===== config.mk =====
export PLATFORM = sky130hd
export DESIGN_NAME = jpeg_header_parser
export DESIGN_NICKNAME = d
export VERILOG_FILES = /design/src/jhp_pkg.sv /design/src/seg_stream_if.sv /design/src/qt_write_if.sv /design/src/byte_intake.sv /design/src/marker_scanner.sv /design/src/segment_decoder.sv /design/src/qt_store.sv /design/src/jpeg_header_parser.sv
export VERILOG_INCLUDE_DIRS = /design/src
export SDC_FILE = /design/constraint.sdc
export NUM_CORES = 1
export LEC_CHECK = 0
export ABC_AREA = 1
export ABC_CLOCK_PERIOD_IN_PS = 5100
export BUFFER_PORTS_ARGS = -buffer_cell sky130_fd_sc_hd__buf_2
export CORE_MARGIN = 3
export CORE_UTILIZATION = 65
export CTS_BUF_LIST = sky130_fd_sc_hd__clkbuf_8
export DETAILED_ROUTE_END_ITERATION = 10
export HOLD_SLACK_MARGIN = 0.1
export PLACE_DENSITY_LB_ADDON = 0.3
export SLEW_MARGIN = 20
export SYNTH_ARGS = -nofsm -noshare
export SYNTH_HDL_FRONTEND = slang
export SYNTH_SLANG_ARGS = --single-unit
export TNS_END_PERCENT = 30

===== constraint.sdc =====
create_clock -name clk -period 5.1 [get_ports clk]
set_clock_uncertainty 0.2 [all_clocks]
set_input_delay 0.255 -clock clk [delete_from_list [all_inputs] [get_ports clk]]
set_output_delay 0.255 -clock clk [all_outputs]
set_load 0.01 [all_outputs]

===== src/jhp_macros.svh =====
`ifndef JHP_MACROS_SVH
`define JHP_MACROS_SVH

// --------------------
// Stream format
// --------------------
`define JHP_BYTE_W      8       // Header stream byte

// Marker codes
`define JHP_MK_PREFIX   8'hFF   // Every marker starts with this
`define JHP_MK_SOF0     8'hC0   // Baseline frame header
`define JHP_MK_DQT      8'hDB   // Quantization tables
`define JHP_MK_SOS      8'hDA   // Start of scan

// --------------------
// Table and frame limits
// --------------------
`define JHP_QT_ENTRIES  64      // Entries per quantization table
`define JHP_NUM_QT      2       // Only ids 0 and 1 are kept
`define JHP_MAX_COMP    3       // Y Cb Cr

// Input FIFO depth, also the credits the source holds after reset
`define JHP_CREDITS     4

`endif


===== src/jhp_pkg.sv =====
`include "jhp_macros.svh"

package jhp_pkg;

    // Vector types with a meaning
    typedef logic [`JHP_BYTE_W-1:0]               byte_t;
    typedef logic [15:0]                          seg_len_t;  // Length and remaining count
    typedef logic [15:0]                          dim_t;      // Height or width
    typedef logic [3:0]                           ncomp_t;
    typedef logic [3:0]                           samp_t;     // One sampling factor
    typedef logic [$clog2(`JHP_NUM_QT)-1:0]       qt_id_t;
    typedef logic [$clog2(`JHP_QT_ENTRIES)-1:0]   qt_idx_t;
    typedef logic [1:0]                           comp_idx_t;

    // Marker hunt and segment framing
    typedef enum logic [2:0] {
        HUNT, MARKER_ID, LEN_HI, LEN_LO, BODY
    } scan_state_t;

    // Segment body decode
    typedef enum logic [3:0] {
        SOF_PREC, SOF_H_HI, SOF_H_LO, SOF_W_HI, SOF_W_LO, SOF_NCOMP,
        SOF_C_ID, SOF_C_SAMP, SOF_C_QT, SOF_TAIL,
        DQT_INFO, DQT_READ, SOS_BODY, IGNORE
    } seg_state_t;

endpackage


===== src/seg_stream_if.sv =====
`timescale 1ns/1ns

// Segment body bytes, one per valid cycle, no back-pressure
interface seg_stream_if;

    logic           valid;
    jhp_pkg::byte_t data;     // Body byte
    jhp_pkg::byte_t marker;   // Marker code of the current segment
    logic           first;    // First body byte
    logic           last;     // Final body byte

    modport scanner (
        output valid, data, marker, first, last
    );

    modport decoder (
        input valid, data, marker, first, last
    );

endinterface


===== src/qt_write_if.sv =====
`timescale 1ns/1ns

// Quantization table write port
interface qt_write_if;

    logic             we;
    jhp_pkg::qt_id_t  table_id;   // Stored table 0 or 1
    jhp_pkg::qt_idx_t index;      // Entry in zigzag order
    jhp_pkg::byte_t   data;

    modport writer (
        output we, table_id, index, data
    );

    modport store (
        input we, table_id, index, data
    );

endinterface


===== src/byte_intake.sv =====
`timescale 1ns/1ns
`include "jhp_macros.svh"

module byte_intake (
    input  logic           clk,
    input  logic           rst_n,
    input  logic           byte_valid,
    input  jhp_pkg::byte_t byte_in,
    input  logic           hold,         // Stop popping once the scan starts
    output logic           pop_valid,
    output jhp_pkg::byte_t pop_data,
    output logic           byte_credit
);

    localparam int DEPTH = `JHP_CREDITS;
    localparam int AW    = $clog2(DEPTH);

    jhp_pkg::byte_t mem [DEPTH];
    logic [AW-1:0]  wr_ptr;
    logic [AW-1:0]  rd_ptr;
    logic [AW:0]    count;         // Fill level 0..DEPTH
    logic           full;

    assign full        = (count == (AW+1)'(DEPTH));
    assign pop_valid   = (count != '0) && !hold;
    assign pop_data    = mem[rd_ptr];
    assign byte_credit = pop_valid;   // One credit back per consumed byte

    // --------------------
    // Storage
    // --------------------
    always_ff @(posedge clk) begin
        if (byte_valid)
            mem[wr_ptr] <= byte_in;
    end

    // Pointers wrap on their own, depth is a power of two
    always_ff @(posedge clk or negedge rst_n) begin
        if (!rst_n) begin
            wr_ptr <= '0;
            rd_ptr <= '0;
            count  <= '0;
        end else begin
            if (byte_valid)
                wr_ptr <= wr_ptr + 1'b1;
            if (pop_valid)
                rd_ptr <= rd_ptr + 1'b1;
            count <= count + (AW+1)'(byte_valid) - (AW+1)'(pop_valid);
        end
    end

    // Source must hold a credit for every byte it sends
    a_no_overrun : assert property (
        @(posedge clk) disable iff (!rst_n) byte_valid |-> !full
    );

endmodule


===== src/marker_scanner.sv =====
`timescale 1ns/1ns
`include "jhp_macros.svh"

module marker_scanner (
    input  logic           clk,
    input  logic           rst_n,
    input  logic           pop_valid,
    input  jhp_pkg::byte_t pop_data,
    seg_stream_if.scanner  seg
);

    jhp_pkg::scan_state_t state;
    jhp_pkg::seg_len_t    rem_cnt;     // High length byte, then body bytes left
    jhp_pkg::seg_len_t    seg_len;
    logic                 body_first;
    logic                 standalone;

    assign seg_len = {rem_cnt[15:8], pop_data};
    // SOI, EOI, RSTn and TEM carry no length field
    assign standalone = (pop_data == 8'h01) || (pop_data >= 8'hD0 && pop_data <= 8'hD9);

    // --------------------
    // Hunt and framing FSM
    // --------------------
    always_ff @(posedge clk or negedge rst_n) begin
        if (!rst_n) begin
            state      <= jhp_pkg::HUNT;
            rem_cnt    <= '0;
            body_first <= 1'b0;
            seg.valid  <= 1'b0;
            seg.first  <= 1'b0;
            seg.last   <= 1'b0;
        end else begin
            seg.valid <= 1'b0;
            seg.first <= 1'b0;
            seg.last  <= 1'b0;
            if (pop_valid) begin
                case (state)
                    jhp_pkg::HUNT: if (pop_data == `JHP_MK_PREFIX) state <= jhp_pkg::MARKER_ID;
                    jhp_pkg::MARKER_ID: begin
                        if (pop_data == 8'h00 || standalone)
                            state <= jhp_pkg::HUNT;       // Stuffed zero or bare marker
                        else if (pop_data != `JHP_MK_PREFIX)
                            state <= jhp_pkg::LEN_HI;     // FF fill keeps us here
                    end
                    jhp_pkg::LEN_HI: begin
                        rem_cnt[15:8] <= pop_data;
                        state         <= jhp_pkg::LEN_LO;
                    end
                    jhp_pkg::LEN_LO: begin
                        rem_cnt    <= seg_len - 16'd2;   // Length counts its own two bytes
                        body_first <= 1'b1;
                        state      <= (seg_len > 16'd2) ? jhp_pkg::BODY : jhp_pkg::HUNT;
                    end
                    jhp_pkg::BODY: begin
                        seg.valid  <= 1'b1;
                        seg.first  <= body_first;
                        seg.last   <= (rem_cnt == 16'd1);
                        body_first <= 1'b0;
                        rem_cnt    <= rem_cnt - 16'd1;
                        if (rem_cnt == 16'd1)
                            state <= jhp_pkg::HUNT;
                    end
                    default: state <= jhp_pkg::HUNT;
                endcase
            end
        end
    end

    // Payload
    always_ff @(posedge clk) begin
        seg.data <= pop_data;
        if (pop_valid && state == jhp_pkg::MARKER_ID)
            seg.marker <= pop_data;
    end

    // Body framing never runs with the byte count used up
    a_body_count_live : assert property (
        @(posedge clk) disable iff (!rst_n) state == jhp_pkg::BODY |-> rem_cnt != '0
    );

endmodule


===== src/segment_decoder.sv =====
`timescale 1ns/1ns
`include "jhp_macros.svh"

module segment_decoder (
    input  logic             clk,
    input  logic             rst_n,
    seg_stream_if.decoder    seg,
    qt_write_if.writer       qtw,
    output jhp_pkg::dim_t    img_height,
    output jhp_pkg::dim_t    img_width,
    output jhp_pkg::ncomp_t  num_components,
    output jhp_pkg::samp_t   comp_h_samp [`JHP_MAX_COMP],
    output jhp_pkg::samp_t   comp_v_samp [`JHP_MAX_COMP],
    output jhp_pkg::qt_id_t  comp_quant_id [`JHP_MAX_COMP],
    output logic             start_scan
);

    jhp_pkg::seg_state_t state;
    jhp_pkg::seg_state_t cur_state;    // State that owns the byte on the stream
    jhp_pkg::comp_idx_t  comp_cnt;
    jhp_pkg::qt_id_t     dqt_id;
    logic                dqt_keep;     // Table id fits the store
    jhp_pkg::qt_idx_t    dqt_idx;
    logic                last_comp;

    // First byte of a segment selects the decode path from the marker
    always_comb begin
        cur_state = state;
        if (seg.first) begin
            case (seg.marker)
                `JHP_MK_SOF0: cur_state = jhp_pkg::SOF_PREC;
                `JHP_MK_DQT:  cur_state = jhp_pkg::DQT_INFO;
                `JHP_MK_SOS:  cur_state = jhp_pkg::SOS_BODY;
                default:      cur_state = jhp_pkg::IGNORE;     // APPn, COM and the rest
            endcase
        end
    end

    assign last_comp = (comp_cnt == 2'(`JHP_MAX_COMP - 1)) ||
                       (jhp_pkg::ncomp_t'(comp_cnt) + 4'd1 >= num_components);

    // --------------------
    // Body decode
    // --------------------
    always_ff @(posedge clk or negedge rst_n) begin
        if (!rst_n) begin
            state          <= jhp_pkg::IGNORE;
            img_height     <= '0;
            img_width      <= '0;
            num_components <= '0;
            comp_cnt       <= '0;
            dqt_id         <= '0;
            dqt_keep       <= 1'b0;
            dqt_idx        <= '0;
            start_scan     <= 1'b0;
            qtw.we         <= 1'b0;
            for (int i = 0; i < `JHP_MAX_COMP; i++) begin
                comp_h_samp[i]   <= '0;
                comp_v_samp[i]   <= '0;
                comp_quant_id[i] <= '0;
            end
        end else begin
            qtw.we <= 1'b0;
            if (seg.valid) begin
                case (cur_state)
                    jhp_pkg::SOF_PREC:  state <= jhp_pkg::SOF_H_HI;   // Precision unused
                    jhp_pkg::SOF_H_HI: begin
                        img_height[15:8] <= seg.data;
                        state            <= jhp_pkg::SOF_H_LO;
                    end
                    jhp_pkg::SOF_H_LO: begin
                        img_height[7:0] <= seg.data;
                        state           <= jhp_pkg::SOF_W_HI;
                    end
                    jhp_pkg::SOF_W_HI: begin
                        img_width[15:8] <= seg.data;
                        state           <= jhp_pkg::SOF_W_LO;
                    end
                    jhp_pkg::SOF_W_LO: begin
                        img_width[7:0] <= seg.data;
                        state          <= jhp_pkg::SOF_NCOMP;
                    end
                    jhp_pkg::SOF_NCOMP: begin
                        num_components <= seg.data[3:0];
                        comp_cnt       <= '0;
                        state <= (seg.data[3:0] == 4'd0) ? jhp_pkg::SOF_TAIL : jhp_pkg::SOF_C_ID;
                    end
                    jhp_pkg::SOF_C_ID:  state <= jhp_pkg::SOF_C_SAMP;  // Component id unused
                    jhp_pkg::SOF_C_SAMP: begin
                        comp_h_samp[comp_cnt] <= seg.data[7:4];
                        comp_v_samp[comp_cnt] <= seg.data[3:0];
                        state                 <= jhp_pkg::SOF_C_QT;
                    end
                    jhp_pkg::SOF_C_QT: begin
                        comp_quant_id[comp_cnt] <= seg.data[0];
                        comp_cnt                <= comp_cnt + 2'd1;
                        state <= last_comp ? jhp_pkg::SOF_TAIL : jhp_pkg::SOF_C_ID;
                    end
                    jhp_pkg::DQT_INFO: begin
                        dqt_id   <= seg.data[0];
                        dqt_keep <= (seg.data[3:0] < 4'(`JHP_NUM_QT));
                        dqt_idx  <= '0;
                        state    <= jhp_pkg::DQT_READ;
                    end
                    jhp_pkg::DQT_READ: begin
                        qtw.we  <= dqt_keep;             // Higher ids are dropped
                        dqt_idx <= dqt_idx + 1'b1;
                        if (dqt_idx == 6'(`JHP_QT_ENTRIES - 1))
                            state <= seg.last ? jhp_pkg::IGNORE : jhp_pkg::DQT_INFO;
                    end
                    jhp_pkg::SOS_BODY: begin
                        state <= jhp_pkg::SOS_BODY;
                        if (seg.last)
                            start_scan <= 1'b1;          // Sticky until reset
                    end
                    default: state <= cur_state;         // SOF_TAIL and IGNORE just drain
                endcase
            end
        end
    end

    // Write payload
    always_ff @(posedge clk) begin
        qtw.table_id <= dqt_id;
        qtw.index    <= dqt_idx;
        qtw.data     <= seg.data;
    end

    // Table writes only come out of a DQT segment body
    a_write_from_dqt : assert property (
        @(posedge clk) disable iff (!rst_n)
        qtw.we |-> $past(seg.marker) == `JHP_MK_DQT
    );

endmodule


===== src/qt_store.sv =====
`timescale 1ns/1ns
`include "jhp_macros.svh"

module qt_store (
    input  logic             clk,
    input  logic             rst_n,
    qt_write_if.store        qtw,
    input  jhp_pkg::qt_id_t  qt_rd_table,
    input  jhp_pkg::qt_idx_t qt_rd_index,
    output jhp_pkg::byte_t   qt_rd_data
);

    // Two tables of 64 entries each
    jhp_pkg::byte_t mem [`JHP_NUM_QT][`JHP_QT_ENTRIES];

    // --------------------
    // Write port
    // --------------------
    always_ff @(posedge clk) begin
        if (qtw.we)
            mem[qtw.table_id][qtw.index] <= qtw.data;
    end

    // Registered read, one cycle latency
    always_ff @(posedge clk or negedge rst_n) begin
        if (!rst_n)
            qt_rd_data <= '0;
        else
            qt_rd_data <= mem[qt_rd_table][qt_rd_index];
    end

endmodule


===== src/jpeg_header_parser.sv =====
`timescale 1ns/1ns
`include "jhp_macros.svh"

module jpeg_header_parser (
    input  logic             clk,
    input  logic             rst_n,
    input  logic             byte_valid,
    input  jhp_pkg::byte_t   byte_in,
    output logic             byte_credit,
    output jhp_pkg::dim_t    img_height,
    output jhp_pkg::dim_t    img_width,
    output jhp_pkg::ncomp_t  num_components,
    output jhp_pkg::samp_t   comp_h_samp [`JHP_MAX_COMP],
    output jhp_pkg::samp_t   comp_v_samp [`JHP_MAX_COMP],
    output jhp_pkg::qt_id_t  comp_quant_id [`JHP_MAX_COMP],
    output logic             start_scan,
    input  jhp_pkg::qt_id_t  qt_rd_table,
    input  jhp_pkg::qt_idx_t qt_rd_index,
    output jhp_pkg::byte_t   qt_rd_data
);

    logic           pop_valid;
    jhp_pkg::byte_t pop_data;

    seg_stream_if seg_stream_if_inst ();   // Scanner to decoder
    qt_write_if   qt_write_if_inst ();     // Decoder to table store

    // --------------------
    // Input side
    // --------------------
    byte_intake byte_intake_inst (
        .clk, .rst_n, .byte_valid, .byte_in,
        .hold (start_scan),                // Scan data is left for the next stage
        .pop_valid, .pop_data, .byte_credit
    );

    marker_scanner marker_scanner_inst (
        .clk, .rst_n, .pop_valid, .pop_data, .seg (seg_stream_if_inst.scanner)
    );

    segment_decoder segment_decoder_inst (
        .clk, .rst_n, .seg (seg_stream_if_inst.decoder), .qtw (qt_write_if_inst.writer),
        .img_height, .img_width, .num_components,
        .comp_h_samp, .comp_v_samp, .comp_quant_id, .start_scan
    );

    // Table readback
    qt_store qt_store_inst (
        .clk, .rst_n, .qtw (qt_write_if_inst.store),
        .qt_rd_table, .qt_rd_index, .qt_rd_data
    );

endmodule


* After elaboration in Yosys (flattened, before gate mapping)
Memories as Yosys holds them, arrays and structs flattened.
Cells that the tools add are included.
** Storage, ports and cells
- Bits in registers :: 148
- Memory bits (writable) :: 1056
- Bits of input ports :: 18
- Output and inout bits :: 73
- Word-level logic and storage cells :: 164
- Memories kept :: 2
** Memory list
- qt_store_inst.mem :: words 2, bits a word 512, read ports 1, clocked after memory_dff 0, write ports 1, RTL line qt_store.sv:14 : jhp_pkg::byte_t mem [`JHP_NUM_QT][`JHP_QT_ENTRIES];
- byte_intake_inst.mem :: words 4, bits a word 8, read ports 1, clocked after memory_dff 0, write ports 1, RTL line byte_intake.sv:18 : jhp_pkg::byte_t mem [DEPTH];
** Operators by class
- Add/sub/neg operators :: 9
- $lt $le $gt $ge :: 10
- Eq/ne operators :: 28
- Muxes and demuxes :: 42
- Bitwise gates (word level) :: 3
- Reductions and logical operators :: 33
** Operator list (count)
- 512-bit 2-to-1 mux :: 1
- 8-bit binary-select mux with 6-bit select :: 1
- 8-bit demux with 6-bit select :: 1
- 4-bit case mux with 12 select lines :: 1
- 8-bit == test (second input constant) :: 4
- 2-bit AND reduction :: 13
- 12-bit bitwise mux :: 2
- 8-bit 2-to-1 mux :: 3
- 8-bit case mux with 3 select lines :: 1
- 4-bit 2-to-1 mux :: 5
- 3-bit 2-to-1 mux :: 6
- 16-bit by 1-bit == test with 1-bit output (second input constant) :: 1
- 4-bit by 3-bit == test with 1-bit output (second input constant) :: 4
- 4-bit == test (second input constant) :: 4
- 16-bit by 2-bit greater-than comparator with 1-bit output (second input constant) :: 1
- 8-bit case mux with 2 select lines :: 1
- 16-bit by 1-bit subtractor with 16-bit output (second input constant) :: 1
- 16-bit by 2-bit subtractor with 16-bit output (second input constant) :: 1
- 3-bit case mux with 5 select lines :: 1
- 7-bit >= comparator (second input constant) :: 2
- 6-bit NOT with 7-bit output :: 2
- 1-bit 2-to-1 mux :: 12
- 4-bit case mux with 3 select lines :: 1
- 6-bit case mux with 2 select lines :: 1
- 39 further kinds :: 55

* Logic depth before layout (Yosys ltp)
An unclocked memory read counts as a cell.
- Word-level depth :: 7
- Depth in mapped cells :: 15
- Mapped depth without buffers :: 15

* Hierarchy
Synthesis repeated with hierarchy kept, for this count alone.
** Second synthesis, totals
- Cells, all modules :: 4543
- Area, all modules :: 50548.5 um^2
** Modules (own cells, without submodules)
- qt_store :: instances 1, cells an instance 3614, area an instance 42425.7 um^2, seq. area each 30949.7 um^2
- segment_decoder :: instances 1, cells an instance 442, area an instance 4063.9 um^2, seq. area each 2280.9 um^2
- marker_scanner :: instances 1, cells an instance 333, area an instance 2344.7 um^2, seq. area each 975.9 um^2
- byte_intake :: instances 1, cells an instance 154, area an instance 1714.1 um^2, seq. area each 1136.1 um^2

* Worst setup path after synthesis
OpenSTA, ideal clock, no wires.
- Path kind :: register to register
- From :: register segment_decoder_inst.qtw.data[0]
- To :: memory qt_store_inst.mem[0][0] in the netlist's numbering, data pin
- Setup time :: 0.526 ns
- Data arrival time :: 1.823 ns
- Required time :: 4.374 ns
- Setup slack :: 2.551 ns
- Cell stages (with the launch flop) :: 1
- Path buffers :: 0
- Clock period less this slack :: 2.549 ns
- Path through :: dfxtp_1
** RTL lines
- start: declaration :: RTL line qt_write_if.sv:12 : output we, table_id, index, data
- end: declaration :: RTL line qt_store.sv:14
Straight into the memory's write port.

* Final worst setup path
- From :: input qt_rd_index[1]
- To :: register qt_store_inst.qt_rd_data[3]
** Between the ends
- Word-level cells in the longest chain between the ends :: 4
** RTL lines
- start: declaration :: RTL line jpeg_header_parser.sv:18 : input jhp_pkg::qt_idx_t qt_rd_index,
- 6-bit NOT with 7-bit output (not written as such) :: RTL line qt_store.sv:29 : qt_rd_data <= mem[qt_rd_table][qt_rd_index];
- 8-bit binary-select mux with 6-bit select :: RTL line qt_store.sv:29
- 8-bit 2-to-1 mux (not written as such) (2 in series) :: RTL line qt_store.sv:29
- end signal: assignment :: RTL line qt_store.sv:29
- end: declaration :: RTL line qt_store.sv:10 : output jhp_pkg::byte_t qt_rd_data
No other way between the ends. The select of a mux whose other input is x is not followed.
A chain may end at the register's enable or synchronous reset.

==> impl_metrics.json <==
{
  "top_layer": "met4",
  "clockBufferDepth": 3,
  "outcome": "finished, final reports clean",
  "drtPass1Iterations": 8,
  "tightest_slew_ps": 1150,
  "synthFlopType": "sky130_fd_sc_hd__edfxtp_1",
  "ff_latch_count_synth": 1204,
  "tritoncts": "built",
  "drc_errors": 0,
  "cell_occurring_most_often_along_the_worst_timing_path": "sky130_fd_sc_hd__nand2_1",
  "syn_avg_cell_area_um2": 11.9,
  "clock_slew_seen_by_the_registers_of_the_worst_setup_and_hold_paths_ps": 60,
  "synth-seq-area-share_pct": 71.5,
  "number_of_unique_standard_cell_types_used_by_synthesis": 54,
  "ant_nets": 0,
  "synth.mux.area_fraction_pct": 0,
  "route.detailed.vias_per_inst": 6.33,
  "postCtsSetupBuffers": 0,
  "totalWireLength_um": 125000,
  "detail_route.wl_per_cell_um": 23.0,
  "critical_path.max_stage_delay_ps": 680,
  "ys_async_sr_fraction_pct": 9.72,
  "tritoncts_num_sinks": 1204,
  "floorplan.die_area_um2": 79400,
  "finalWeightedCongestion": 0.923,
  "final_nets": 4330,
  "vias_after_detailed_routing": 34200,
  "hold_slack_ps": 141,
  "die_y_um": 282,
  "detailedRoute.firstIterationViolations": 4305,
  "min_path_type": "flip-flop to flip-flop",
  "req_time_crit_path_ps": 5680,
  "sum_of_negative_setup_slack_ps": 0,
  "finalSetupViolCount": 0,
  "worst_path_max_delay_cell": "sky130_fd_sc_hd__buf_4",
  "clock_tree.htree_level_count": 4,
  "ys.warnings.count": 0,
  "detailroute.wirelength.met2_um": 58800,
  "cp-end-kind": "flip-flop",
  "route.layer.met1.wl_um": 46300,
  "initial_core_util_pct": 66.0,
  "power_per_cell_area_nw_per_um2": 456,
  "area_growth_pct": 10.2,
  "clk_latency_ps": 850,
  "post_synthesis_simple_gate_area_fraction_pct": 14.1,
  "largest_family_of_logic_cells_by_synthesized_area": "simple AND/OR/NAND/NOR gates",
  "floorplan.rows": 100,
  "critical_path.max_fanout": 75,
  "wl_met3_um": 14500,
  "die_width_um": 282,
  "largest_net_degree_at_the_start_of_global_routing": 216,
  "share_of_synthesized_cell_area_in_full_adder_half_adder_and_majority_cells_pct": 0.496,
  "global_route.overflow_total": 0,
  "syn_area_um2": 49400,
  "root_buffer": "sky130_fd_sc_hd__clkbuf_8",
  "antenna_found_initial": 3,
  "syn_inst": 4164,
  "max-slew-margin-rel_pct": 23.4,
  "floorplan.io_pins": 91,
  "timing.setup.critical_path_class": "primary input to flip-flop",
  "layout.core_utilization_pct": 72.7,
  "first_global_vias": 33000,
  "path_cells": "dlygate4sd3_1, buf_4, inv_6, buf_4, nand2_1, nand3_1, nand3_1, nand2_1, nand2_1, nand2_1, dlygate4sd3_1, nand2_1, nand2_1, dlygate4sd3_1",
  "worst_voltage_drop_across_the_vdd_grid_mv": 0.579,
  "fp.coreArea_um2": 74900,
  "fmax_mhz": 248,
  "post-route-min-period_ps": 4030,
  "static-leakage-power_uw": 0.0194,
  "final_number_of_max_transition_violations": 0,
  "grt_usage_pct": 31.4,
  "fin_crit_sh_pct": 79.1,
  "hold_viol_final": 0,
  "worstPathArrival_ps": 4620,
  "area_fraction_in_compound_gates_after_synthesis_pct": 10.3,
  "grt_pass1_wl_um": 189000,
  "max-cap-violations": 0,
  "inserted_clock_buffers": 181,
  "port_buffers": 90,
  "synth-edff-count": 1064,
  "synthXorXnorAreaFrac_pct": 0.195,
  "critPathLaunchType": "primary input",
  "place.detailed.hpwl_um": 70800,
  "fraction_of_layout_instances_using_a_drive_strength_above_1_pct": 12.1,
  "synthesis.nets": 4201,
  "grt_setup_unrepaired": "false"
}
## cells in the mapped netlist (2+ instances only)
cell type	count	area, um^2
sky130_fd_sc_hd__edfxtp_1	1064	32000
sky130_fd_sc_hd__nor2_1	639	2400
sky130_fd_sc_hd__nand2_1	574	2150
sky130_fd_sc_hd__o21ai_0	536	2680
sky130_fd_sc_hd__o22ai_1	262	1640
sky130_fd_sc_hd__nand3_1	240	1200
sky130_fd_sc_hd__clkbuf_1	160	601
sky130_fd_sc_hd__dfrtp_1	114	2850
sky130_fd_sc_hd__inv_1	111	417
sky130_fd_sc_hd__nor3_1	91	455
sky130_fd_sc_hd__o21ai_1	61	305
sky130_fd_sc_hd__buf_2	58	290
sky130_fd_sc_hd__a21oi_1	26	130
sky130_fd_sc_hd__dfxtp_1	23	460
sky130_fd_sc_hd__buf_6	21	236
sky130_fd_sc_hd__ha_1	18	225
sky130_fd_sc_hd__nand2_2	15	93.8
sky130_fd_sc_hd__buf_1	12	45.0
sky130_fd_sc_hd__nand4_1	12	75.1
sky130_fd_sc_hd__o21ai_2	11	96.3
sky130_fd_sc_hd__inv_2	10	37.5
sky130_fd_sc_hd__nand3_4	9	158
sky130_fd_sc_hd__xor2_1	9	78.8
sky130_fd_sc_hd__nor2_2	8	50.1
sky130_fd_sc_hd__nor4_1	8	50.1
sky130_fd_sc_hd__nand2_4	7	78.8
sky130_fd_sc_hd__buf_4	6	45.0
sky130_fd_sc_hd__o211ai_1	6	45.0
sky130_fd_sc_hd__a22oi_1	5	37.5
sky130_fd_sc_hd__nor2_4	5	56.3
sky130_fd_sc_hd__a21oi_2	4	35.0
sky130_fd_sc_hd__a31oi_1	4	25.0
sky130_fd_sc_hd__nand3_2	4	40.0
sky130_fd_sc_hd__dfstp_2	3	78.8
sky130_fd_sc_hd__buf_8	2	30.0
sky130_fd_sc_hd__inv_6	2	17.5
sky130_fd_sc_hd__nand3b_1	2	15.0
sky130_fd_sc_hd__nor2_8	2	40.0
sky130_fd_sc_hd__nor3_4	2	32.5
sky130_fd_sc_hd__o21bai_1	2	15.0
sky130_fd_sc_hd__or2_2	2	12.5
sky130_fd_sc_hd__xnor2_1	2	17.5
## stage by stage
step	total power (uW)	area (um^2)	setup slack, ps	cells
after floorplan	15900	49400	2550	4164
after global placement	17500	50700	1380	5049
after detailed placement	17700	50800	1360	5049
after CTS	24800	54400	1200	5410
after global routing	25800	54500	1030	5413
final	24900	54500	1070	5413
## cells by family after synthesis
group / count (synthesis)
AO/OA/AOI/OAI: 923
XOR/XNOR: 11
adder cells (fa/ha/maj): 19
buffers and inverters: 383
flip-flops: 1204
AND/OR/NAND/NOR: 1624
## final timing paths
| kind | startpoint | endpoint | slack [ps] | cells after the start |
|---|---|---|---|---|
| max | qt_rd_index[1] | qt_store_inst.qt_rd_data[3]$_DFF_PN0_ | 1070 | 14 |
| min | marker_scanner_inst.seg.data[1]$_DFF_P_ | segment_decoder_inst.qtw.data[1]$_DFF_P_ | 140 | 0 |
| max reg2reg | segment_decoder_inst.qtw.index[2]$_DFF_P_ | qt_store_inst.mem[1][284]$_DFFE_PP_ | 1420 | 5 |
| min reg2reg | marker_scanner_inst.seg.data[1]$_DFF_P_ | segment_decoder_inst.qtw.data[1]$_DFF_P_ | 140 | 0 |
| max in group asynchronous | rst_n | segment_decoder_inst.comp_cnt[0]$_DFFE_PN0P_ | 3860 | 4 |
| min in group asynchronous | rst_n | segment_decoder_inst.state[2]$_DFFE_PN1P_ | 330 | 3 |
## metal layers
| metal | global-route usage, % | vias to the layer above |
|---|---|---|
| li1 | - | 15300 |
| met1 | 43.1 | 16400 |
| met2 | 49.5 | 2207 |
| met3 | 6.89 | 345 |
| met4 | 13.2 | 0 |
| met5 | 0 | - |
## placed cells by master (no fill, tap or decap), drive strengths merged, types with 2 or more instances in the layout
master and count:
dfrtp 114, or2 3, diode 3, edfxtp 1064, o21ai 609, dfstp 3, xor2 9, inv 202
dfxtp 23, nor4 9, dlygate4sd3 29, a21oi 30, nor3 94, clkinv 55, o31ai 2, nand3b 2
ha 18, bufinv 2, clkbuf 190, nand4 13, o22ai 262, o21bai 2, nand2 596, o211ai 6
a22oi 5, xnor2 2, a31oi 4, clkinvlp 6, nor2 654, buf 176, nand3 253
## state kept, by name (all words and copies together) (netlist names), 2 cells and up
signal / cells
marker_scanner_inst.state: 3
segment_decoder_inst.qtw.data: 8
byte_intake_inst.wr_ptr: 2
segment_decoder_inst.comp_v_samp: 12
marker_scanner_inst.rem_cnt: 16
segment_decoder_inst.num_components: 4
segment_decoder_inst.state: 4
segment_decoder_inst.img_height: 16
segment_decoder_inst.qtw.index: 6
segment_decoder_inst.img_width: 16
segment_decoder_inst.dqt_idx: 6
marker_scanner_inst.seg.data: 8
byte_intake_inst.count: 3
byte_intake_inst.rd_ptr: 2
segment_decoder_inst.comp_h_samp: 12
qt_store_inst.mem: 1024
segment_decoder_inst.comp_quant_id: 3
segment_decoder_inst.comp_cnt: 2
marker_scanner_inst.seg.marker: 8
qt_store_inst.qt_rd_data: 8
byte_intake_inst.mem: 32
## worst max-delay path: cells and delay by family
family	cells	cell delay (ps)
buffers and inverters	6	3220
and+or+nand+nor	8	1030
## where the power goes
group          internal [uW]  switching [uW]
clock network           3570            3650
logic                    983            2880
registers              12500            1270
total                  17000            7800
## final cells by class
cell class | instances | area (um^2)
antenna | 3 | 7.51
clock buffer | 190 | 2620
clock inverter | 141 | 694
fill | 4868 | 20500
inverter | 124 | 494
multi-input combinational | 2577 | 12600
sequential | 1204 | 35400
tap | 969 | 1210
timing repair buffer | 205 | 1520
## what timing repair did
item / in CTS / in global routing
setup endpoints to repair: 0 / 0
endpoints found under the hold margin: 156 / 0
hold buffers: 30 / 0
resized for setup: 0 / 0
No activity file was read; power rests on OpenSTA's default activity.
